### config.mk
export PLATFORM = sky130hd
export DESIGN_NAME = opb_decode
export DESIGN_NICKNAME = d
export VERILOG_FILES = /design/src/hdl/fabric_pkg.sv /design/src/hdl/opb_decode.sv
export SDC_FILE = /design/constraint.sdc
export NUM_CORES = 1
export LEC_CHECK = 0
export ABC_AREA = 0
export BUFFER_PORTS_ARGS = -buffer_cell sky130_fd_sc_hd__buf_2
export CAP_MARGIN = 10
export CORE_MARGIN = 2
export CORE_UTILIZATION = 19
export CTS_BUF_LIST = sky130_fd_sc_hd__clkbuf_8
export DETAILED_ROUTE_END_ITERATION = 10
export GPL_TIMING_DRIVEN = 0
export PLACE_DENSITY = 0.76
export SKIP_CTS_REPAIR_TIMING = 1
export SYNTH_ARGS = -nofsm -noshare
export SYNTH_HDL_FRONTEND = slang
export SYNTH_SLANG_ARGS = --single-unit
### constraint.sdc
create_clock -name OPB_Clk -period 0.96 [get_ports OPB_Clk]
set_input_delay 0.192 -clock OPB_Clk [delete_from_list [all_inputs] [get_ports OPB_Clk]]
set_output_delay 0.192 -clock OPB_Clk [all_outputs]
set_load 0.01 [all_outputs]
### src/hdl/fabric_pkg.sv
`default_nettype none

package fabric_pkg;

  localparam int BUF_AW = 8;
  localparam int TX_W   = 64;
  localparam int ARP_W  = 48;

  // 2 KB windows, only every other one is populated
  localparam int unsigned win_shift = 11;
  localparam logic [20:0] win_regs  = 21'd0;
  localparam logic [20:0] win_tx    = 21'd2;
  localparam logic [20:0] win_rx    = 21'd4;
  localparam logic [20:0] win_arp   = 21'd6;

  typedef enum logic [2:0] {
    rgn_none,
    rgn_regs,
    rgn_tx,
    rgn_rx,
    rgn_arp
  } region_e;

  typedef enum logic [3:0] {
    mac_hi      = 4'd0,
    mac_lo      = 4'd1,
    gateway     = 4'd3,
    ip          = 4'd4,
    buf_sizes   = 4'd6,
    ports       = 4'd8,
    xaui_status = 4'd9,
    phy_config  = 4'd10
  } reg_idx_e;

  typedef struct packed {
    logic        rnw;
    logic [3:0]  be;
    region_e     region;
    logic [10:0] offset;
    logic [31:0] wdata;
  } opb_req_t;

  typedef struct packed {
    logic [47:0] mac;
    logic [31:0] ip;
    logic [15:0] port;
    logic [7:0]  gateway;
    logic        enable;
  } local_cfg_t;

  typedef struct packed {
    logic [1:0] rxeqmix;
    logic [3:0] rxeqpole;
    logic [2:0] txpreemphasis;
    logic [2:0] txdiffctrl;
  } phy_cfg_t;

  localparam phy_cfg_t phy_default = '{
    rxeqmix:       2'd0,
    rxeqpole:      4'd0,
    txpreemphasis: 3'd0,
    txdiffctrl:    3'd4
  };

  // overlay the enabled bus bytes on a word
  function automatic logic [31:0] be_merge(input logic [31:0] cur,
                                           input logic [31:0] wd,
                                           input logic [3:0]  be);
    logic [31:0] res;
    res = cur;
    for (int i = 0; i < 4; i++) begin
      if (be[i]) begin
        res[8*i +: 8] = wd[8*i +: 8];
      end
    end
    return res;
  endfunction

  // offset bit 2 set means the low word
  function automatic logic [31:0] half_sel(input logic [63:0] word, input logic lo);
    return lo ? word[31:0] : word[63:32];
  endfunction

endpackage

`default_nettype wire

### src/hdl/opb_decode.sv
`timescale 1ns/1ps
`default_nettype none

module opb_decode #(
  parameter logic [31:0] base_addr = 32'h0000_0000,
  parameter logic [31:0] high_addr = 32'h0000_3fff
) (
  input  wire                   OPB_Clk,
  input  wire                   reset,
  input  wire                   opb_select,
  input  wire                   opb_rnw,
  input  wire [3:0]             opb_be,
  input  wire [31:0]            opb_abus,
  input  wire [31:0]            opb_dbus,
  output logic                  trans,
  output fabric_pkg::opb_req_t  req,
  output logic                  xfer_ack
);

  logic [31:0]         local_addr;
  logic                in_window;
  fabric_pkg::region_e region;

  assign local_addr = opb_abus - base_addr;
  assign in_window  = (opb_abus >= base_addr) && (opb_abus <= high_addr);

  // master still holds select during the ack cycle
  assign trans = opb_select && in_window && !xfer_ack;

  always_comb begin
    case (local_addr[31:fabric_pkg::win_shift])
      fabric_pkg::win_regs: region = fabric_pkg::rgn_regs;
      fabric_pkg::win_tx:   region = fabric_pkg::rgn_tx;
      fabric_pkg::win_rx:   region = fabric_pkg::rgn_rx;
      fabric_pkg::win_arp:  region = fabric_pkg::rgn_arp;
      default:              region = fabric_pkg::rgn_none;
    endcase
  end

  assign req = '{
    rnw:    opb_rnw,
    be:     opb_be,
    region: region,
    offset: local_addr[10:0],
    wdata:  opb_dbus
  };

  // one ack per strobe
  always_ff @(posedge OPB_Clk) begin
    if (reset) begin
      xfer_ack <= 1'b0;
    end else begin
      xfer_ack <= trans;
    end
  end

endmodule

`default_nettype wire

Word-level counts from Yosys, hierarchy flattened

Cells that the tools add are included.

Shift-type cells: 0
Div/mod/pow operators: 0
Bitwise logic cells: 0
Multipliers: 0
$add $sub $neg: 0
Eq/ne operators: 3
Multiplexer cells: 1
$lt $le $gt $ge: 2
Reduce and logical (&&, ||, !) cells: 5

Operators with widths:

| kind                 | number |
|---|---|
| $eq 21x3->1 const B  | 2 |
| $ge 32x1->1 const B  | 1 |
| $le 32x14->1 const B | 1 |
| $eq 21x2->1 const B  | 1 |
| $logic_not 21->1     | 1 |
| $pmux 3 s4           | 1 |
| $logic_and 1x1->1    | 3 |
| $logic_not 1->1      | 1 |

Word-level logic and storage cells: 12
Memories kept: 0
Latch bits: 0
Memory bits (writable): 0
Output and inout bits: 53
Bits of input ports: 72
Bits in registers: 1
ROM bits: 0

Depth between registers and ports, before layout

Depth after elaboration: 4
Gate-level depth with buffers: 3
Mapped depth without buffers: 3

Least setup slack after synthesis

OpenSTA, ideal clock, no wires.

Path type: input-to-output
Start: input port opb_abus[27]
End: output port req[44] (netlist bit)
Path buffers: 0
Data required time: 0.768 ns
Arrival time: 1.080 ns
Stages on the path: 3
Path slack: -0.312 ns
Path through: nor4_2 -> nand3_2 -> nor4_1

RTL lines:

| item            | line             | text |
|---|---|---|
| start, declared | opb_decode.sv:13 | `input wire [31:0] opb_abus,` |
| end, declared   | opb_decode.sv:16 | `output fabric_pkg::opb_req_t req,` |

==> reports/qor.yml <==
status:
  status: "finished, violations left"
  violations: "negative setup slack"
die:
  io_pins: 125
  start_util_pct: 19.8
  core_um2: 2450
  die_w_um: 54.5
  fp-row-count: 18
  die-area_um2: 2980
  die_h_um: 54.5
yosys:
  synth_cells: 65
  synth_top_area_share_pct: 74.2
  syn_area_um2: 485
  yosys_register_bits: 1
  synth_area_per_cell_um2: 7.47
  synthDistinctLibCells: 11
  synth_nets: 137
  yosysWarnings: 0
  yosysSeqAreaShare_pct: 4.12
  synth_area_leaders: "buf_4 (74%), nor4_1 (7.7%), dfxtp_1 (4.1%)"
  synth_area_leader_cell: "buf_4"
critical_path:
  worst_setup_path_end_kind: "output port"
  critPathRequiredTime_ns: 0.77
  arrival_ns: 1.21
  path_class: "in2out"
  critPathMaxFanout: 4
  start_kind: "input pin"
placed_design:
  place_area_um2: 1010
  gp_congestion: 0.633
  preCtsSetupSlack_ns: -0.497
  port_buffers: 76
cells_and_area:
  area_growth_pct: 123
  regMostFlops: "xfer_ack"
  layout-drive-gt1-share_pct: 97.2
  fin_nets: 218
  reg_top3: "xfer_ack x1"
  design_area_um2: 1080
  largest_register_ffs: 1
detailed_routing:
  drt_wl_total_um: 1640
  wl_per_cell_um: 9.37
  drtIter0Drc: 2
  ant_nets: 0
  drc: 0
  vias: 654
  firstDrtPassIters: 2
  vias_per_cell: 3.74
power_and_ir_drop:
  p_seq_share_pct: 9.4
  pwr-share-comb_pct: 90.6
  power_density_nw_per_um2: 415
  pwr-share-clk_pct: 0
  vdd_drop_max_v: 0.000273
  p_int_uw: 291
  switching_share_pct: 35.2
  p_leak_uw: 0.000636
  power_switching_uw: 159
timing:
  rsz0062_at_grt: "true"
  slew_headroom_pct: 82.9
  fmax_mhz: 713
  slew_violations: 0
  setup_viol: 5
  timing.final.crit_share_pct: 146
  hold_violations: 0
  tightest_slew_ns: 0.255
  final.min_clock_period_ns: 1.40
  tns_ns: -1.88
  setup_slack_ns: -0.443
  clock_skew_ns: 0
  hold_slack_ns: 0.393
grt:
  antenna_found_initial: 1
  grt_max_degree: 6
  track_usage_pct: 7.57
  grt_overflow: 0
  grt_pass1_wl_um: 1730
  grt_pass1_vias: 445
clocking:
  worst_skew_pair.late_latency_ns: 0
  cts.clk_slew.worst_paths_ns: 0
hold_path:
  hold_path.class: "in2reg"
job:
  max_cap_violations: 0
power by group through the flow:
stage	sequential, µW	clock (µW)	combinational [µW]
finish	42.4	0.000139	407
global placement	42.4	0	391
detailed placement	42.4	0	396
floorplan	42.4	0	237
global route	42.4	0.000139	443
CTS	42.4	0	397
per-layer routing:
metal	up-vias	wire length (µm)	global-route usage, %
met5	-	0	0
met4	0	0	0
met2	75	770	15.5
li1	324	-	-
met3	0	323	1.64
met1	255	545	8.25
kinds of logic (layout without fill, tap and decap cells):
| group | after synthesis | in the layout | synth area share [%] |
|---|---|---|---|
| xor+xnor | 1 | 1 | 1.80 |
| buf+inv | 48 | 127 | 74.2 |
| simple gates | 15 | 15 | 19.8 |
| other cells | 0 | 1 | 0 |
| flops | 1 | 1 | 4.12 |
path summary, 6_finish.rpt:
kind	startpoint	end	slack, ns	cells after the start
worst max-delay path	opb_abus[18]	req[45]	-0.44	6
worst min-delay path	reset	xfer_ack$_SDFF_PP0_	0.39	2
worst max register to register	xfer_ack$_SDFF_PP0_	xfer_ack$_SDFF_PP0_	-0.06	2
worst min register to register	xfer_ack$_SDFF_PP0_	xfer_ack$_SDFF_PP0_	0.57	2
cell usage after synthesis:
cell type	count
xnor2_1	1
nand3_2	1
or2_2	1
or3b_2	1
nor4_1	6
nor2_1	1
nor4_2	1
nand2_1	2
buf_4	48
dfxtp_1	1
nor3_1	2
per-stage QoR:
| step | util [%] | instances | total power, µW |
|---|---|---|---|
| finish | 44.2 | 175 | 450 |
| global route | 44.2 | 175 | 486 |
| CTS | 41.0 | 171 | 440 |
| detailed placement | 41.0 | 171 | 439 |
| global placement | 41.0 | 171 | 434 |
| floorplan | - | 65 | 280 |
worst max-delay path: stages:
cell     delay, ns
buf_6         0.10
nor4_4        0.31
nand3_4       0.16
buf_4         0.17
nor4_4        0.11
buf_2         0.17
layout make-up:
type	instances	area (µm²)
antenna	1	2.50
buffer	48	360
fill	250	1370
multi-input combinational	16	229
sequential	1	20.0
tap	30	37.5
timing repair buffer	79	435
layout by cell type (no fill, tap or decap):
| master | count |
|---|---|
| nand3_4 | 1 |
| or3b_2 | 1 |
| nor3_2 | 2 |
| dfxtp_1 | 1 |
| buf_4 | 49 |
| nor4_4 | 7 |
| or2_2 | 1 |
| buf_6 | 6 |
| xnor2_1 | 1 |
| diode_2 | 1 |
| nor2_1 | 1 |
| nand2_4 | 1 |
| buf_2 | 72 |
| nand2_1 | 1 |
(Power assumes the default switching activity.)
