File: src/hdl/fabric_pkg.sv
`default_nettype none

package fabric_pkg;

  localparam int BUF_AW = 8;
  localparam int TX_W   = 64;
  localparam int ARP_W  = 48;

  // 2 KB windows, only every other one is populated
  localparam int unsigned win_shift = 11;
  localparam logic [20:0] win_regs  = 21'd0;
  localparam logic [20:0] win_tx    = 21'd2;
  localparam logic [20:0] win_rx    = 21'd4;
  localparam logic [20:0] win_arp   = 21'd6;

  typedef enum logic [2:0] {
    rgn_none,
    rgn_regs,
    rgn_tx,
    rgn_rx,
    rgn_arp
  } region_e;

  typedef enum logic [3:0] {
    mac_hi      = 4'd0,
    mac_lo      = 4'd1,
    gateway     = 4'd3,
    ip          = 4'd4,
    buf_sizes   = 4'd6,
    ports       = 4'd8,
    xaui_status = 4'd9,
    phy_config  = 4'd10
  } reg_idx_e;

  typedef struct packed {
    logic        rnw;
    logic [3:0]  be;
    region_e     region;
    logic [10:0] offset;
    logic [31:0] wdata;
  } opb_req_t;

  typedef struct packed {
    logic [47:0] mac;
    logic [31:0] ip;
    logic [15:0] port;
    logic [7:0]  gateway;
    logic        enable;
  } local_cfg_t;

  typedef struct packed {
    logic [1:0] rxeqmix;
    logic [3:0] rxeqpole;
    logic [2:0] txpreemphasis;
    logic [2:0] txdiffctrl;
  } phy_cfg_t;

  localparam phy_cfg_t phy_default = '{
    rxeqmix:       2'd0,
    rxeqpole:      4'd0,
    txpreemphasis: 3'd0,
    txdiffctrl:    3'd4
  };

  // overlay the enabled bus bytes on a word
  function automatic logic [31:0] be_merge(input logic [31:0] cur,
                                           input logic [31:0] wd,
                                           input logic [3:0]  be);
    logic [31:0] res;
    res = cur;
    for (int i = 0; i < 4; i++) begin
      if (be[i]) begin
        res[8*i +: 8] = wd[8*i +: 8];
      end
    end
    return res;
  endfunction

  // offset bit 2 set means the low word
  function automatic logic [31:0] half_sel(input logic [63:0] word, input logic lo);
    return lo ? word[31:0] : word[63:32];
  endfunction

endpackage

`default_nettype wire

File: src/hdl/read_return.sv
`timescale 1ns/1ps
`default_nettype none

module read_return (
  input  wire                         OPB_Clk,
  input  wire                         reset,
  input  wire                         trans,
  input  wire fabric_pkg::opb_req_t   req,
  input  wire                         xfer_ack,
  input  wire [31:0]                  reg_rdata,
  input  wire [fabric_pkg::TX_W-1:0]  tx_rd_word,
  input  wire [fabric_pkg::TX_W-1:0]  rx_rd_word,
  input  wire [fabric_pkg::ARP_W-1:0] arp_rd_word,
  output logic [31:0]                 sl_dbus
);

  fabric_pkg::region_e src;
  logic                lo;
  logic [31:0]         word;

  always_ff @(posedge OPB_Clk) begin
    if (reset) begin
      src <= fabric_pkg::rgn_none;
    end else if (trans) begin
      src <= req.region;
    end
  end

  always_ff @(posedge OPB_Clk) begin
    if (trans) begin
      lo <= req.offset[2];
    end
  end

  // address is still held by the master while ack is up
  always_comb begin
    case (src)
      fabric_pkg::rgn_regs: word = reg_rdata;
      fabric_pkg::rgn_tx:   word = fabric_pkg::half_sel(tx_rd_word, lo);
      fabric_pkg::rgn_rx:   word = fabric_pkg::half_sel(rx_rd_word, lo);
      fabric_pkg::rgn_arp:  word = fabric_pkg::half_sel({16'b0, arp_rd_word}, lo);
      default:              word = 32'b0;
    endcase
  end

  assign sl_dbus = xfer_ack ? word : 32'b0;

endmodule

`default_nettype wire

File: config.mk
export PLATFORM = sky130hd
export DESIGN_NAME = read_return
export DESIGN_NICKNAME = d
export VERILOG_FILES = /design/src/hdl/fabric_pkg.sv /design/src/hdl/read_return.sv
export SDC_FILE = /design/constraint.sdc
export NUM_CORES = 1
export LEC_CHECK = 0
export BUFFER_PORTS_ARGS = -buffer_cell sky130_fd_sc_hd__clkbuf_2
export CAP_MARGIN = 15
export CORE_AREA = 2 2 116 118
export DETAILED_ROUTE_END_ITERATION = 10
export DIE_AREA = 0 0 118 120
export PLACE_DENSITY = 0.56
export RECOVER_POWER = 50
export SYNTH_ARGS = -nofsm -noshare
export SYNTH_HDL_FRONTEND = slang
export SYNTH_SLANG_ARGS = --single-unit
File: constraint.sdc
create_clock -name OPB_Clk -period 3.35 [get_ports OPB_Clk]
set_input_delay 0.335 -clock OPB_Clk [delete_from_list [all_inputs] [get_ports OPB_Clk]]
set_output_delay 0.335 -clock OPB_Clk [all_outputs]
set_load 0.005 [all_outputs]
Word-level counts from Yosys, hierarchy flattened:

Cells that the tools add are included.

* output and inout bits: 32
* word-level logic and storage cells: 11
* register bits: 4
* input bits: 263

* equal/unequal tests: 4
* mux-type cells: 5

Operators by type and width (number)
* 32-bit 2-to-1 mux: 4
* 32-bit case mux with 4 select lines: 1
* 3-bit by 2-bit equality test with 1-bit output (second input constant): 2
* 3-bit by 1-bit equality test with 1-bit output (second input constant): 1
* 3-bit equality test (second input constant): 1

Logic depth before layout (Yosys ltp):

Gate-level depths: netlist (run 1).

* word-level depth: 3
* depth in mapped cells: 6
* gate-level depth less buffers: 3

Worst setup path after synthesis (run 1):

No wires, ideal clock.

* path kind: flip-flop to output port
* start point: register lo
* end point: output port sl_dbus[10]
* cell stages (with the launch flop): 6
* data required time: 3.015 ns
* arrival time: 1.275 ns
* path slack: 1.740 ns
* path buffers: 2
* cells stage by stage: edfxtp_1 -> buf_2 -> buf_2 -> mux2_2 -> a22oi_1 -> a21oi_2

* cells in the longest elaborated chain, start to end: 3
* elaborated cells between the ends (all ways): 5
* classes of those cells: mux: 5

Ends and longest elaborated chain
* start: declaration: RTL line read_return.sv:18 `logic lo;`
* start signal: assignment: RTL line read_return.sv:31 `lo <= req.offset[2];`
* 32-bit 2-to-1 mux: RTL line fabric_pkg.sv:81 `return lo ? word[31:0] : word[63:32];`
* 32-bit case mux with 4 select lines *: RTL line read_return.sv:37 `case (src)`
* 32-bit 2-to-1 mux *: RTL line read_return.sv:46 `assign sl_dbus = xfer_ack ? word : 32'b0;`
* end: declaration: RTL line read_return.sv:14 `output logic [31:0] sl_dbus`

Every way passes the cells marked *; elsewhere a longest branch is shown, timed or not.

Final worst setup path (run 1):

* start point: register src[0]
* end point: output port sl_dbus[31]

* cells in the longest elaborated chain, start to end: 3
* elaborated cells between the ends (all ways): 6
* classes of those cells: eq/ne: 4; mux: 2

Ends and longest elaborated chain
* start: declaration: RTL line read_return.sv:17 `fabric_pkg::region_e src;`
* start signal: assignment: RTL line read_return.sv:23 `src <= fabric_pkg::rgn_none;`
* start signal: assignment: RTL line read_return.sv:25 `src <= req.region;`
* 3-bit equality test, or another cell as far along: RTL line read_return.sv:37
* 32-bit case mux with 4 select lines *: RTL line read_return.sv:37
* 32-bit 2-to-1 mux *: RTL line read_return.sv:46

Marks and branches as above.

==> results of run 1 <==
cells by family (layout without fill, tap and decap cells):
kind of cell	Yosys count	count (layout)	synth area share (%)
mux	83	83	44.0
flops	4	4	4.26
buf+inv	25	259	8.34
simple gates	8	8	4.20
compound gates	98	98	39.2
other cells	0	1	0
worst paths after layout:
kind / cells past startpoint / slack (ns) / to / from
max: 5 / 0.69 / sl_dbus[31] / src[0]
min reg2reg: 2 / 0.63 / src[1] / src[1]
min: 1 / 0.29 / lo / req[34]
max reg2reg: 2 / 2.58 / src[0] / src[0]
stage by stage:
stage	util (%)	power (mW)	worst slack, ns	cell area, um2	hold slack (ns)
floorplan	-	0.288	1.74	2120	0.407
global placement	26.6	0.446	1.07	3460	0.517
detailed placement	26.6	0.456	1.04	3460	0.518
CTS	27.2	0.651	0.790	3540	0.286
global route	26.8	0.684	0.468	3480	0.288
finish	26.8	0.638	0.688	3480	0.287
where the power goes:
| group | internal (mW) | leakage, nW | switching (mW) |
|---|---|---|---|
| combinational | 0.222 | 1.52 | 0.166 |
| sequential | 0.0532 | 0.0346 | 0.00545 |
| clock | 0.157 | 0.0382 | 0.0339 |
final cells by class:
| type | count | area, um2 |
|---|---|---|
| Multi-Input combinational cell | 189 | 1800 |
| Sequential cell | 4 | 90.1 |
| Fill cell | 1420 | 9500 |
| Clock buffer | 4 | 78.8 |
| Tap cell | 176 | 220 |
| Antenna cell | 1 | 2.50 |
| Timing Repair Buffer | 255 | 1290 |
Yosys cell counts:
| cell type | number |
|---|---|
| buf_6 | 7 |
| nor2_1 | 3 |
| a21oi_2 | 30 |
| mux2_2 | 80 |
| buf_4 | 1 |
| a21oi_1 | 2 |
| and3b_1 | 1 |
| o21ba_2 | 1 |
| a22oi_2 | 10 |
| buf_2 | 15 |
| edfxtp_1 | 1 |
| clkbuf_4 | 2 |
| o21ai_4 | 1 |
| a22oi_1 | 54 |
| dfxtp_1 | 3 |
| nor3b_4 | 3 |
| and4bb_1 | 1 |
| mux2i_1 | 3 |
cells in the final DEF (no fill, tap or decap), drive strengths merged:
cell	instances
a21oi	32
a22oi	64
and3b	1
and4bb	1
buf	8
clkbuf	251
dfxtp	3
diode	1
edfxtp	1
mux2	80
mux2i	3
nor2	3
nor3b	3
o21ai	1
o21ba	1
worst register-to-register path, stage by stage, from the launching register on:
cell     delay, ns
dfxtp_1       0.50
mux2i_1       0.12
nor2_1        0.09
registers in the layout, summed over array words and instances, names as in the netlist:
signal,flops
src,3
lo,1
layer usage:
| metal | vias up | track usage [%] |
|---|---|---|
| met1 | 1301 | 15.7 |
| met5 | - | 0 |
| met3 | 11 | 2.80 |
| met2 | 132 | 22.7 |
| li1 | 1352 | - |
| met4 | 0 | 2.26 |
==> reports/qor.yml, run 1 <==
syn-instance-count: 218
crit_arrival_ns: 2.33
path_cells: "nor3b_2, buf_4, a22oi_1, a21oi_1, clkbuf_2"
layout-drive-gt1-share_pct: 82.5
grt_pass1_wl_um: 14500
yosysTopAreaCell: "mux2_2"
core_um2: 13000
clock-root-buffer: "clkbuf_16"
max_stage_delay_ns: 0.71
syn_area_um2: 2120
htreeDepth: 1
p_leak_nw: 1.59
synth_area_per_cell_um2: 9.71
hp-class: "in -> reg"
viasPerCell: 4.45
wl_met1_um: 4060
grt_pass1_vias: 2857
cts.sinks: 4
drtIter0Drc: 67
critPathBufInv: 2
finalSetupTns_ns: 0
synth-warning-count: 0
ys_ff_latch: 4
worst_clock_skew_ns: 0
pwr_density_cell_nw_per_um2: 183
synth_top_area_share_pct: 42.6
status: "completed"
required_ns: 3.01
slew_violations: 0
synth_nets: 481
grt_max_degree: 45
period_minus_slack_ns: 2.66
crit_slowest_cell: "nor3b_2"
grt_setup_unrepaired: "false"
routed.top_layer: "met4"
cts_resized: 0
cts_buffers: 3
finalNetCount: 716
max_cap_violations: 0
setup.worst_path.end_class: "primary output"
setup_viol: 0
critPathKind: "reg -> out"
areaGrowthSynthToFinish_pct: 64.7
ir_drop_uv: 269
placedCellCount: 624
synth_area_leaders: "mux2_2, a22oi_1, a21oi_2, a22oi_2, buf_6"
dp.final_hpwl_um: 7950
crit_family: "simple AND/OR/NAND/NOR gates"
io_pins: 295
final_cells: 629
cts_buffer_depth: 2
grt_usage_pct: 12.7
fin_crit_sh_pct: 79.5
vias: 2796
final_hold_viol_count: 0
port_buffers: 247
wl_met2_um: 4730
rows: 42
synth_cell_types: 18
die_y_um: 120
fp.dieW_um: 118
drt_wl_total_um: 9580
clock_latency_ns: 0.22
startpoint_type: "flip-flop"
start_util_pct: 16.3
antenna_found_initial: 1
worstMarginPinSlew_ns: 0.767
cts_tree: "built"
post_cts_buffers: 0
hold_buffers: 0
synth_seq_area_share_pct: 4.26
post_drt_wl_per_cell_um: 15.2
die-area_um2: 14200
clkTransAtPathRegs_ns: 0.03
slew_headroom_pct: 48.6
gp_congestion: 0.826
dr_wl_met3_um: 700
dr.pass1.iters: 4
drc: 0
cp_max_fo: 21
drtAntennaViolNets: 0
fmax_mhz: 376
overflow: 0
Note: power is estimated with default switching activity, not from simulation.
==> inputs of run 2 (changes only) <==
--- a/config.mk
+++ b/config.mk
@@ -7,10 +7,10 @@
 export LEC_CHECK = 0
 export BUFFER_PORTS_ARGS = -buffer_cell sky130_fd_sc_hd__clkbuf_2
 export CAP_MARGIN = 15
-export CORE_AREA = 2 2 116 118
+export CORE_AREA = 2 2 115 117
 export DETAILED_ROUTE_END_ITERATION = 10
-export DIE_AREA = 0 0 118 120
-export PLACE_DENSITY = 0.56
+export DIE_AREA = 0 0 117 119
+export PLACE_DENSITY = 0.58
 export RECOVER_POWER = 50
 export SYNTH_ARGS = -nofsm -noshare
 export SYNTH_HDL_FRONTEND = slang
==> constraint.sdc (replaced) <==
create_clock -name OPB_Clk -period 2.1 [get_ports OPB_Clk]
set_input_delay 0.21 -clock OPB_Clk [delete_from_list [all_inputs] [get_ports OPB_Clk]]
set_output_delay 0.21 -clock OPB_Clk [all_outputs]
set_load 0.005 [all_outputs]
==> run 2 against run 1 <==
  * Sequential share of layout area down 0.092 points
  * Routed wire length is 4.8% higher
  * Sequential cell count unchanged
  * Worst setup slack got worse by 0.66 ns
  * Design area up 5.1%
  * Largest cell class unchanged
  * Die area shrank 1.7%
  * Cell count increased by 0.95%
==> reports/qor.yml, run 2 (synthesized netlist as in run 1, its figures left out) <==
antenna_found_initial: 0
period_minus_slack_ns: 2.07
r2r_cells: 2
final_cells: 635
viasPerCell: 4.47
power_frac_clock_pct: 28.4
whs_endpoint: "lo"
dr.pass1.iters: 4
placedCellCount: 629
drtIter0Drc: 78
required_ns: 1.89
startpoint: "lo"
rows: 42
max_cap_violations: 0
ir_drop_uv: 479
die-area_um2: 13900
clock_latency_ns: 0.22
overflow: 0
top_regs: "src x3, lo x1"
final_hold_viol_count: 0
hold_buffers: 0
cp_common_cell: "buf_12"
worstMarginPinSlew_ns: 0.349
hp-start: "req[34]"
crit_slowest_cell: "edfxtp_1"
clock-root-buffer: "clkbuf_16"
cts_buffers: 3
layout-drive-gt1-share_pct: 85.4
port_buffers: 247
max_stage_delay_ns: 0.40
crit_arrival_ns: 1.86
setup_viol: 0
grt_max_degree: 36
htreeDepth: 1
io_pins: 295
fp.dieW_um: 117
core_um2: 12900
critPathKind: "reg -> out"
crit_family: "buffers and inverters"
reg2reg_to: "src[0]"
cp_max_fo: 35
cts.sinks: 4
dp.final_hpwl_um: 8140
most-common-layout-cells: "clkbuf_2, mux2_2, a22oi_1, a21oi_2, a22oi_2"
swShare_pct: 32.4
worst_clock_skew_ns: 0
p_leak_nw: 1.67
drt_wl_total_um: 10000
grt_setup_unrepaired: "true"
power_frac_seq_pct: 8.9
critPathBufInv: 4
drc: 0
r2r_slack_ns: 1.30
grt_pass1_wl_um: 14600
combPwrFrac_pct: 62.7
fin_total_pwr_mw: 1.07
areaGrowthSynthToFinish_pct: 73.2
slew_headroom_pct: 76.7
fin_crit_sh_pct: 98.5
slew_violations: 0
worstReg2RegStart: "src[0]"
start_util_pct: 16.4
grt_pass1_vias: 2898
path_cells: "buf_12, buf_12, and4bb_1, buf_8, a22oi_1, a21oi_2, clkbuf_2"
gp_congestion: 0.866
status: "completed"
cts_tree: "built"
pwr_density_cell_nw_per_um2: 293
holdPathStages: 1
startpoint_type: "flip-flop"
regMostFlops: "src"
fmax_mhz: 484
finalNetCount: 723
p_int_mw: 0.727
cts_buffer_depth: 2
clkTransAtPathRegs_ns: 0.03
switching_power_mw: 0.348
final_common_cell: "clkbuf_2"
hp-class: "in -> reg"
die_y_um: 119
post_drt_wl_per_cell_um: 15.8
setup.worst_path.end_class: "primary output"
diodes: 0
grt_usage_pct: 13.2
drtAntennaViolNets: 0
largest_register_ffs: 3
vias: 2837
[run 2: changes by cell type in the layout (fill, tap and decap cells not counted), moves of 2 or more]
cell | previous run | this run
buf_4 | 8 | 10
a22oi_1 | 63 | 53
buf_12 | 0 | 3
a22oi_2 | 1 | 11
[run 2: per-layer routing]
layer	vias up	wire, um	global-route usage (%)
met3	8	516	0.814
li1	1366	-	-
met5	-	0	0
met2	127	5130	24.1
met4	0	40	1.32
met1	1336	4350	17.5
[run 2: repair_timing]
item	CTS	global route
setup buffers	1	0
cloned	1	0
gates resized for setup	2	2
setup endpoints to repair	4	8
[run 2: through the flow]
| stage | util [%] | area [um2] | TNS [ns] | worst slack, ns | hold slack, ns |
|---|---|---|---|---|---|
| final | 28.5 | 3660 | 0 | 0.0320 | 0.162 |
| after floorplan | - | 2120 | 0 | 0.615 | 0.282 |
| after global placement | 27.3 | 3520 | 0 | 0.241 | 0.393 |
| after global routing | 28.5 | 3660 | -0.0792 | -0.0303 | 0.167 |
| after CTS | 28.4 | 3660 | 0 | 0.0155 | 0.159 |
| after detailed placement | 27.3 | 3520 | 0 | 0.223 | 0.393 |
[run 2: cell type report]
type                       instances  area (um2)
fill                            1406        9210
multi-input combinational        189        1860
timing repair buffer             262        1420
tap                              176         220
sequential                         4        91.3
clock buffer                       4        78.8
[run 2: how the worst max path moves through the flow]
stage | endpoint | cells past startpoint
after CTS | sl_dbus[20] | 7
after detailed placement | sl_dbus[0] | 5
final | sl_dbus[20] | 7
after global placement | sl_dbus[0] | 5
after floorplan | sl_dbus[10] | 5
after global routing | sl_dbus[31] | 7
[run 2: power by group through the flow]
| stage | logic [mW] | registers (mW) | clock network (mW) |
|---|---|---|---|
| finish | 0.674 | 0.0953 | 0.305 |
| CTS | 0.679 | 0.0950 | 0.313 |
| global placement | 0.633 | 0.0971 | 0 |
| floorplan | 0.366 | 0.0933 | 0 |
| global route | 0.729 | 0.0964 | 0.315 |
| detailed placement | 0.650 | 0.0976 | 0 |
