File: config.mk
export PLATFORM = sky130hd
export DESIGN_NAME = buffer_port
export DESIGN_NICKNAME = d
export VERILOG_FILES = /design/src/hdl/fabric_pkg.sv /design/src/hdl/buffer_port.sv
export SDC_FILE = /design/constraint.sdc
export NUM_CORES = 1
export LEC_CHECK = 0
export BUFFER_PORTS_ARGS = -buffer_cell sky130_fd_sc_hd__clkbuf_2
export CAP_MARGIN = 15
export CORE_ASPECT_RATIO = 0.9
export CORE_UTILIZATION = 40
export DETAILED_ROUTE_END_ITERATION = 10
export GPL_ROUTABILITY_DRIVEN = 0
export PLACE_DENSITY = 0.87
export SYNTH_ARGS = -nofsm -noshare
export SYNTH_HDL_FRONTEND = slang
export SYNTH_SLANG_ARGS = --single-unit
File: constraint.sdc
create_clock -name OPB_Clk -period 5.15 [get_ports OPB_Clk]
set_input_delay 1.03 -clock OPB_Clk [delete_from_list [all_inputs] [get_ports OPB_Clk]]
set_output_delay 1.03 -clock OPB_Clk [all_outputs]
set_load 0.005 [all_outputs]
File: src/hdl/fabric_pkg.sv
`default_nettype none

package fabric_pkg;

  localparam int BUF_AW = 8;
  localparam int TX_W   = 64;
  localparam int ARP_W  = 48;

  // 2 KB windows, only every other one is populated
  localparam int unsigned win_shift = 11;
  localparam logic [20:0] win_regs  = 21'd0;
  localparam logic [20:0] win_tx    = 21'd2;
  localparam logic [20:0] win_rx    = 21'd4;
  localparam logic [20:0] win_arp   = 21'd6;

  typedef enum logic [2:0] {
    rgn_none,
    rgn_regs,
    rgn_tx,
    rgn_rx,
    rgn_arp
  } region_e;

  typedef enum logic [3:0] {
    mac_hi      = 4'd0,
    mac_lo      = 4'd1,
    gateway     = 4'd3,
    ip          = 4'd4,
    buf_sizes   = 4'd6,
    ports       = 4'd8,
    xaui_status = 4'd9,
    phy_config  = 4'd10
  } reg_idx_e;

  typedef struct packed {
    logic        rnw;
    logic [3:0]  be;
    region_e     region;
    logic [10:0] offset;
    logic [31:0] wdata;
  } opb_req_t;

  typedef struct packed {
    logic [47:0] mac;
    logic [31:0] ip;
    logic [15:0] port;
    logic [7:0]  gateway;
    logic        enable;
  } local_cfg_t;

  typedef struct packed {
    logic [1:0] rxeqmix;
    logic [3:0] rxeqpole;
    logic [2:0] txpreemphasis;
    logic [2:0] txdiffctrl;
  } phy_cfg_t;

  localparam phy_cfg_t phy_default = '{
    rxeqmix:       2'd0,
    rxeqpole:      4'd0,
    txpreemphasis: 3'd0,
    txdiffctrl:    3'd4
  };

  // overlay the enabled bus bytes on a word
  function automatic logic [31:0] be_merge(input logic [31:0] cur,
                                           input logic [31:0] wd,
                                           input logic [3:0]  be);
    logic [31:0] res;
    res = cur;
    for (int i = 0; i < 4; i++) begin
      if (be[i]) begin
        res[8*i +: 8] = wd[8*i +: 8];
      end
    end
    return res;
  endfunction

  // offset bit 2 set means the low word
  function automatic logic [31:0] half_sel(input logic [63:0] word, input logic lo);
    return lo ? word[31:0] : word[63:32];
  endfunction

endpackage

`default_nettype wire

File: src/hdl/buffer_port.sv
`timescale 1ns/1ps
`default_nettype none

module buffer_port (
  input  wire                              OPB_Clk,
  input  wire                              reset,
  input  wire                              trans,
  input  wire fabric_pkg::opb_req_t        req,
  input  wire [fabric_pkg::TX_W-1:0]       tx_rd_word,
  input  wire [fabric_pkg::ARP_W-1:0]      arp_rd_word,
  output logic [fabric_pkg::BUF_AW-1:0]    buf_addr,
  output logic [fabric_pkg::TX_W-1:0]      wr_word,
  output logic                             tx_we,
  output logic                             arp_we
);

  logic        is_tx;
  logic        is_arp;
  logic        lo;
  logic        wr;
  logic [3:0]  be_eff;
  logic [63:0] cur_word;
  logic [31:0] cur_half;
  logic [31:0] new_half;
  logic [63:0] next_word;

  assign buf_addr = req.offset[10:3];
  assign lo       = req.offset[2];
  assign is_tx    = (req.region == fabric_pkg::rgn_tx);
  assign is_arp   = (req.region == fabric_pkg::rgn_arp);
  assign wr       = trans && !req.rnw;

  // arp entry zero-extended so both memories share the merge
  assign cur_word = is_arp ? {16'b0, arp_rd_word} : tx_rd_word;

  // upper arp half holds only bits 47:32
  assign be_eff = (is_arp && !lo) ? (req.be & 4'b0011) : req.be;

  assign cur_half = fabric_pkg::half_sel(cur_word, lo);
  assign new_half = fabric_pkg::be_merge(cur_half, req.wdata, be_eff);

  always_comb begin
    if (lo) begin
      next_word = {cur_word[63:32], new_half};
    end else begin
      next_word = {new_half, cur_word[31:0]};
    end
  end

  // strobes are high during the ack cycle, memory updates on the next edge
  always_ff @(posedge OPB_Clk) begin
    if (reset) begin
      tx_we  <= 1'b0;
      arp_we <= 1'b0;
    end else begin
      tx_we  <= wr && is_tx;
      arp_we <= wr && is_arp;
    end
  end

  always_ff @(posedge OPB_Clk) begin
    if (wr) begin
      wr_word <= next_word;
    end
  end

endmodule

`default_nettype wire

# Yosys cells after proc, flatten, opt, wreduce, memory -nomap -nowiden
# Cells that the tools add are included.
# word_totals
wordCells	19
ff_bits	66
# classes
n_mux	8
n_eq_ne	2
reduce_logical	6
# ops
operator	n
2-to-1 mux 64 bit	2
2-to-1 mux 32 bit	1
2-to-1 mux 8 bit	4
logical AND 1 bit	4
2-to-1 mux 4 bit	1
== test 3 x 2 -> 1 bit (second input constant)	1
== test 3 bit (second input constant)	1
logical NOT 1 bit	2

# Depth between registers and ports, before layout
# Gate-level depths: netlist (run 1).
# logic_depth
word_depth	5
mapped_depth	6

# Worst setup path after synthesis (run 1)
# No wires, ideal clock.
# synth_timing
path_type	input -> register
startpoint	in req[50] in the netlist's numbering
endpoint	reg tx_we
arrival_time_ns	4.444
cell_stages	3
setup_slack_ns	0.605
t_required_ns	5.048
n_path_buf	0
setup_ns	0.102
cell_sequence	nor2b_1 -> nand2b_1 -> nor4b_1
# synth_via
elab_chain_cells	3
# synth_lines
item	line	source
start, declared	buffer_port.sv:8	input wire fabric_pkg::opb_req_t req,
logical NOT 1 bit	buffer_port.sv:31	assign wr = trans && !req.rnw;
logical AND 1 bit	buffer_port.sv:31	
logical AND 1 bit	buffer_port.sv:56	tx_we <= wr && is_tx;
end signal, assigned	buffer_port.sv:56	
end, declared	buffer_port.sv:13	output logic tx_we,
# No other way between the ends.
# A chain may end at the register's enable or synchronous reset.

# Final worst setup path (run 1)
# layout_timing
startpoint	in trans
endpoint	reg wr_word[36] in the netlist's numbering, enable pin
# layout_via
elab_chain_cells	1
# layout_lines
item	line	source
start, declared	buffer_port.sv:7	input wire trans,
logical AND 1 bit	buffer_port.sv:31	
net wr	buffer_port.sv:20	logic wr;
end signal, assigned	buffer_port.sv:63	wr_word <= next_word;
end, declared	buffer_port.sv:12	output logic [fabric_pkg::TX_W-1:0] wr_word,
# The timed path passes the listed nets, and every way through them passes these cells.

==> impl_metrics.csv, run 1 <==
group,metric,value,unit
status,run_status,"complete, no violations",
timing,max_freq,412,MHz
synth,synth_top_area_share,58.6,%
setup_path,worst_path_dominant_cell_family,"simple AND/OR/NAND/NOR gates",
detailed_routing,dr_total_vias,3226,
place,placed_cells_incl_taps,623,
timing,slew-limit-headroom,32.0,%
setup_path,critical_path_required,5.13,ns
final_layout,num_antenna_cells,0,
floorplanning,fp.coreArea,0.00773,mm2
detailed_routing,route.detailed.wl_per_inst,14.2,um
timing,setup-violations-final,0,
final_layout,layout_net_count,704,
synth,synth_cells,335,
detailed_routing,drcViolationCount,0,
final_layout,post_route_cells_drive_above_1_share,44.4,%
worst_hold_path,hp-class,"in2reg",
setup_path,setup.worst_path.class,"in2reg",
final_layout,multiInputGateArea,0.00115,mm2
synth,synthTopCellsByArea,"sky130_fd_sc_hd__edfxtp_1, sky130_fd_sc_hd__nand2_1, sky130_fd_sc_hd__a31oi_1, sky130_fd_sc_hd__nor2_1, sky130_fd_sc_hd__mux2i_1",
detailed_routing,drt-initial-drc-count,133,
synth,number_of_warning_messages_in_the_yosys_log,0,
setup_path,cp-start-kind,"input pin",
cts,max-clock-path-buffers,2,
timing,setup_slack,2.72,ns
floorplanning,rows,30,
setup_path,path_buf_inv,2,
final_layout,fillerInstances,675,
grt,antenna_found_initial,0,
final_layout,area_growth_syn_to_layout,38.4,%
cts,cts_sinks,66,
timing,fin_crit,2.43,ns
synth,post-synth-top-area-cell,"sky130_fd_sc_hd__edfxtp_1",
grt,grtUsageTotal,20.5,%
power_and_ir_drop,powerDensity,280,mW/mm2
final_layout,final_cell_area,0.00454,mm2
detailed_routing,antenna_left,0,
detailed_routing,post_drt_via_cell_ratio,5.05,
cts,cts_made_buffers,9,
setup_path,cp_slowest_stage_delay,0.71,ns
place,numPortBuffers,221,
floorplanning,chipWidth,97.5,um
floorplanning,ioPinCount,240,
cts,cts_hold_buffers,0,
setup_path,worst_path_max_delay_cell,"sky130_fd_sc_hd__nor2b_4",
grt,number_of_global_route_vias_before_repair,2896,
synth,postSynthRegisterBits,66,
cts,cts_tree,"built",
cts,post_cts_resize_count,0,
cts,cts_setup_buffers,0,
timing,timing.final.hold_violations,0,
synth,post_synth.cell_area_avg,9.80,um2
final_layout,regArea,0.00196,mm2
timing,rsz0062_at_grt,"false",
synth,synth_cell_type_count,17,
floorplanning,start_util,42.4,%
grt,global_route.overflow_total,0,
synth,syn_area,0.00328,mm2
job,maxCapViolations,0,
detailed_routing,drt_pre_antenna_iters,4,
setup_path,timing.critical_path.to_type,"flop",
timing,timing.setup.tns,0,ns
place,pre_cts_slack,2.32,ns
timing,timing.final.max_slew_violations,0,
place,hpwl,6820,um
grt,grt_max_degree,65,
detailed_routing,routed_wl,9100,um
final_layout,finish.cell_count_without_fillers,639,
setup_path,worstPathCellList,"clkbuf_2, nor2b_4, buf_4",
power_and_ir_drop,max-vdd-ir-drop,0.000161,V
synth,mappedNetlistNets,501,
cts,cts_htree_levels,3,
synth,ys_seq_area_share,59.8,%
cts,worst_setup_hold_path_clk_slew,0.07,ns
timing,layout_worst_path_cycle_share,47.2,%
timing,final.hold.worst_slack,0.886,ns
setup_path,timing.critical_path.arrival,2.41,ns
setup_path,critical_path.max_fanout,36,
power_and_ir_drop,leakage,2.15,nW
grt,first_pass_grt_wire_length,13600,um
floorplanning,die_h,87.9,um
timing,worst_slew_pin_slew,1.02,ns
place,place_area,0.00436,mm2
cts,cts-root-buf,"sky130_fd_sc_hd__clkbuf_8",
floorplanning,die_footprint,0.00857,mm2
## Yosys cell counts (all sizes together)
master,count
dfxtp,2
or3b,1
nor4b,1
buf,22
nor3b,1
a31oi,48
nand2b,3
nor2b,3
nand2,100
clkbuf,9
nor2,65
edfxtp,64
mux2i,16
## layout by cell type (no fill, tap or decap), drive strengths merged
cell / synthesis / layout
a31oi: 48 / 48
buf: 22 / 2
bufinv: 0 / 1
clkbuf: 9 / 231
clkinv: 0 / 4
clkinvlp: 0 / 1
dfxtp: 2 / 2
edfxtp: 64 / 64
mux2i: 16 / 16
nand2: 100 / 100
nand2b: 3 / 3
nor2: 65 / 65
nor2b: 3 / 3
nor3b: 1 / 1
nor4b: 1 / 1
or3b: 1 / 1
## through the flow
stage	power, mW	util, %
2_1_floorplan	0.756	-
3_3_place_gp	0.861	56.4
3_5_place_dp	0.870	56.4
4_1_cts	1.29	58.8
5_1_grt	1.33	58.8
6_report	1.27	58.8
## final cells by class
class,instances,share of cell area (%)
clock buffers,10,2.81
flip-flops and latches,66,43.2
multi-input cells,238,25.4
well taps,96,2.64
repair buffers,223,24.7
clock inverters,6,1.27
## power by group
| part | internal, mW | switching (mW) | leakage, nW |
|---|---|---|---|
| Clock | 0.220 | 0.197 | 0.0958 |
| Sequential | 0.640 | 0.0103 | 0.618 |
| Combinational | 0.0994 | 0.107 | 1.44 |
| Total | 0.960 | 0.314 | 2.15 |
## kinds of logic after synthesis
family                 synth area share [%]
AND/OR/NAND/NOR                        20.8
flip-flops                             59.8
AO/OA/AOI/OAI                          9.15
buffers and inverters                  5.41
multiplexers                           4.88
## layer usage
layer  global-route usage, %  up-vias  wire length, um
met3                    5.99       27              713
li1                        -     1571                -
met5                       0        -                0
met2                    37.2      174             4640
met4                    8.16        0              210
met1                    22.9     1454             3530
## path summary, 6_finish.rpt
path	startpoint	to	slack, ns	cells after the start
worst max-delay path	trans	wr_word[36]	2.72	3
worst min-delay path	req[45]	tx_we	0.89	2
## state kept, by name (all words and copies together), names as in the netlist
name and count:
wr_word 64, tx_we 1, arp_we 1
(Power assumes the default switching activity.)
==> run 2, diff against run 1 <==
- ABC_AREA: default -> 1
- PLACE_DENSITY: 0.87 -> 0.83
- clock period: 5.15 -> 2.1 ns (I/O delays scaled with it)
==> impl_metrics.csv, run 2 <==
group,metric,value,unit
status,run_status,"complete, no violations",
grt,grtUsageTotal,22.3,%
detailed_routing,antenna_left,0,
floorplanning,start_util,41.1,%
timing,fin_crit,1.51,ns
floorplanning,chipWidth,116,um
timing,timing.final.hold_violations,0,
floorplanning,fp.coreArea,0.0114,mm2
detailed_routing,routed_wl,13700,um
synth,post-synth-top-area-cell,"sky130_fd_sc_hd__edfxtp_1",
final_layout,post_route_cells_drive_above_1_share,31.3,%
timing,timing.final.max_slew_violations,0,
cts,post_cts_resize_count,0,
detailed_routing,post_drt_via_cell_ratio,5.07,
timing,slew-limit-headroom,62.6,%
setup_path,timing.critical_path.arrival,1.58,ns
setup_path,critPathLaunch,"req[45]",
floorplanning,die_h,105,um
floorplanning,ioPinCount,240,
grt,number_of_global_route_vias_before_repair,4444,
setup_path,path_buf_inv,2,
cts,cts_htree_levels,3,
synth,ys_seq_area_share,41.9,%
detailed_routing,route.detailed.wl_per_inst,13.5,um
cts,worst_setup_hold_path_clk_slew,0.05,ns
final_layout,final_cell_area,0.00616,mm2
synth,synth_edf_count,64,
cts,cts_tree,"built",
synth,synth_cell_type_count,17,
cts,cts-root-buf,"sky130_fd_sc_hd__clkbuf_16",
power_and_ir_drop,powerDensity,647,mW/mm2
final_layout,largest_register_ffs,64,
setup_path,critical_path.most_common_cell,"sky130_fd_sc_hd__nand3_1",
timing,timing.setup.tns,0,ns
final_layout,top_library_cells_by_usage_in_the_layout_fill_and_taps_aside,"sky130_fd_sc_hd__nand2_1, sky130_fd_sc_hd__clkbuf_2, sky130_fd_sc_hd__nand3_1",
setup_path,worst_path_max_delay_cell,"sky130_fd_sc_hd__buf_4",
setup_path,cp_slowest_stage_delay,0.34,ns
timing,rsz0062_at_grt,"false",
place,place_area,0.00586,mm2
synth,synthTopCellsByArea,"sky130_fd_sc_hd__edfxtp_1, sky130_fd_sc_hd__nand3_1, sky130_fd_sc_hd__nand2_1, sky130_fd_sc_hd__inv_1, sky130_fd_sc_hd__o211ai_1",
synth,post_synth.cell_area_avg,7.08,um2
floorplanning,die_footprint,0.0121,mm2
grt,antenna_found_initial,0,
timing,setup-violations-final,0,
cts,cts_setup_buffers,0,
final_layout,final_common_cell,"sky130_fd_sc_hd__nand2_1",
synth,synth_cells,661,
place,hpwl,9800,um
timing,max_freq,660,MHz
setup_path,critical_path.max_fanout,21,
detailed_routing,drt_pre_antenna_iters,7,
setup_path,critical_path_required,2.16,ns
synth,postSynthRegisterBits,66,
worst_hold_path,hp-class,"in2reg",
final_layout,num_antenna_cells,0,
synth,synth_async_sr_flop_share,0,%
detailed_routing,drcViolationCount,0,
floorplanning,rows,37,
synth,synth_top_area_share,41.1,%
cts,max-clock-path-buffers,2,
timing,final.hold.worst_slack,0.323,ns
setup_path,worst_path_dominant_cell_family,"buffers and inverters",
final_layout,fillerInstances,1143,
power_and_ir_drop,leakage,3.35,nW
final_layout,area_growth_syn_to_layout,31.8,%
grt,global_route.overflow_total,0,
detailed_routing,drt-initial-drc-count,377,
synth,mappedNetlistNets,827,
job,maxCapViolations,0,
setup_path,worstPathCellList,"clkbuf_2, buf_4, nand3_1, nand3_1, nand3_1, nand3_1, nand2_1",
timing,layout_worst_path_cycle_share,72.1,%
final_layout,largest_regs,"wr_word: 64 flops, arp_we: 1 flops, tx_we: 1 flops",
detailed_routing,dr_total_vias,5142,
setup_path,timing.critical_path.to_type,"flop",
synth,number_of_warning_messages_in_the_yosys_log,0,
setup_path,setup.worst_path.class,"in2reg",
final_layout,utilization_of_the_core_after_routing,54.1,%
setup_path,cp-start-kind,"input pin",
grt,first_pass_grt_wire_length,21200,um
place,numPortBuffers,221,
final_layout,max_flop_register,"wr_word",
synth,syn_area,0.00468,mm2
power_and_ir_drop,totalPowerFinal,3.99,mW
power_and_ir_drop,max-vdd-ir-drop,0.000371,V
final_layout,layout_net_count,1020,
cts,cts_sinks,66,
synth,most_numerous_cell_types_in_the_synthesized_netlist,"sky130_fd_sc_hd__nand2_1, sky130_fd_sc_hd__nand3_1, sky130_fd_sc_hd__edfxtp_1, sky130_fd_sc_hd__inv_1, sky130_fd_sc_hd__or2_2",
worst_hold_path,worst_hold_startpoint,"req[43]",
cts,cts_hold_buffers,0,
timing,worst_slew_pin_slew,0.560,ns
cts,cts_made_buffers,9,
synth,synth_top_flop_cell,"sky130_fd_sc_hd__edfxtp_1",
grt,grt_max_degree,70,
synth,synth.most_common_cell,"sky130_fd_sc_hd__nand2_1",
run 2: changes by cell type in the layout (fill, tap and decap cells not counted), sizes merged, moves of 48 or more:
cell / previous run / this run
a31oi: 48 / 0
inv: 0 / 65
nand2: 100 / 241
nand3: 0 / 189
nor2: 65 / 3
run 2: cells by family (layout without fill, tap and decap cells):
| logic type | Yosys count | after routing | synth area share [%] |
|---|---|---|---|
| flip-flops | 66 | 66 | 41.9 |
| AND/OR/NAND/NOR | 461 | 461 | 44.0 |
| AO/OA/AOI/OAI | 15 | 15 | 2.41 |
| buffers and inverters | 119 | 317 | 11.6 |
run 2: through the flow:
step	instances	setup WS (ns)
2_1_floorplan	661	0.177
3_3_place_gp	999	0.287
3_5_place_dp	999	0.252
4_1_cts	1015	0.585
5_1_grt	1015	0.457
6_report	1015	0.585
run 2: path summary, 6_finish.rpt:
path                       to  slack [ns]  cells after the start
setup / recovery  wr_word[43]        0.59                      7
hold / removal          tx_we        0.32                      2
run 2: power by group:
part           switching, mW  total, mW  internal (mW)  leakage (nW)
Sequential            0.0302       1.61           1.58         0.609
Clock                  0.537       1.56           1.02         0.148
Combinational          0.466      0.821          0.355          2.59
run 2: area by class of cell:
| class | instances | area, um2 | area share [%] |
|---|---|---|---|
| Tap cell | 156 | 195 | 3.17 |
| Clock inverter | 7 | 83.8 | 1.36 |
| Inverter | 65 | 244 | 3.96 |
| Timing Repair Buffer | 236 | 1270 | 20.6 |
| Clock buffer | 9 | 225 | 3.65 |
| Multi-Input combinational cell | 476 | 2180 | 35.4 |
| Sequential cell | 66 | 1960 | 31.8 |
run 2: routing by layer:
layer	wire (um)	vias up	share of wire, %	GRT usage [%]
li1	-	2559	-	-
met1	5730	2319	42	28.4
met2	6590	248	48	37.7
met3	1230	16	9.0	5.39
met4	122	0	0.89	5.22
met5	0	-	0	0
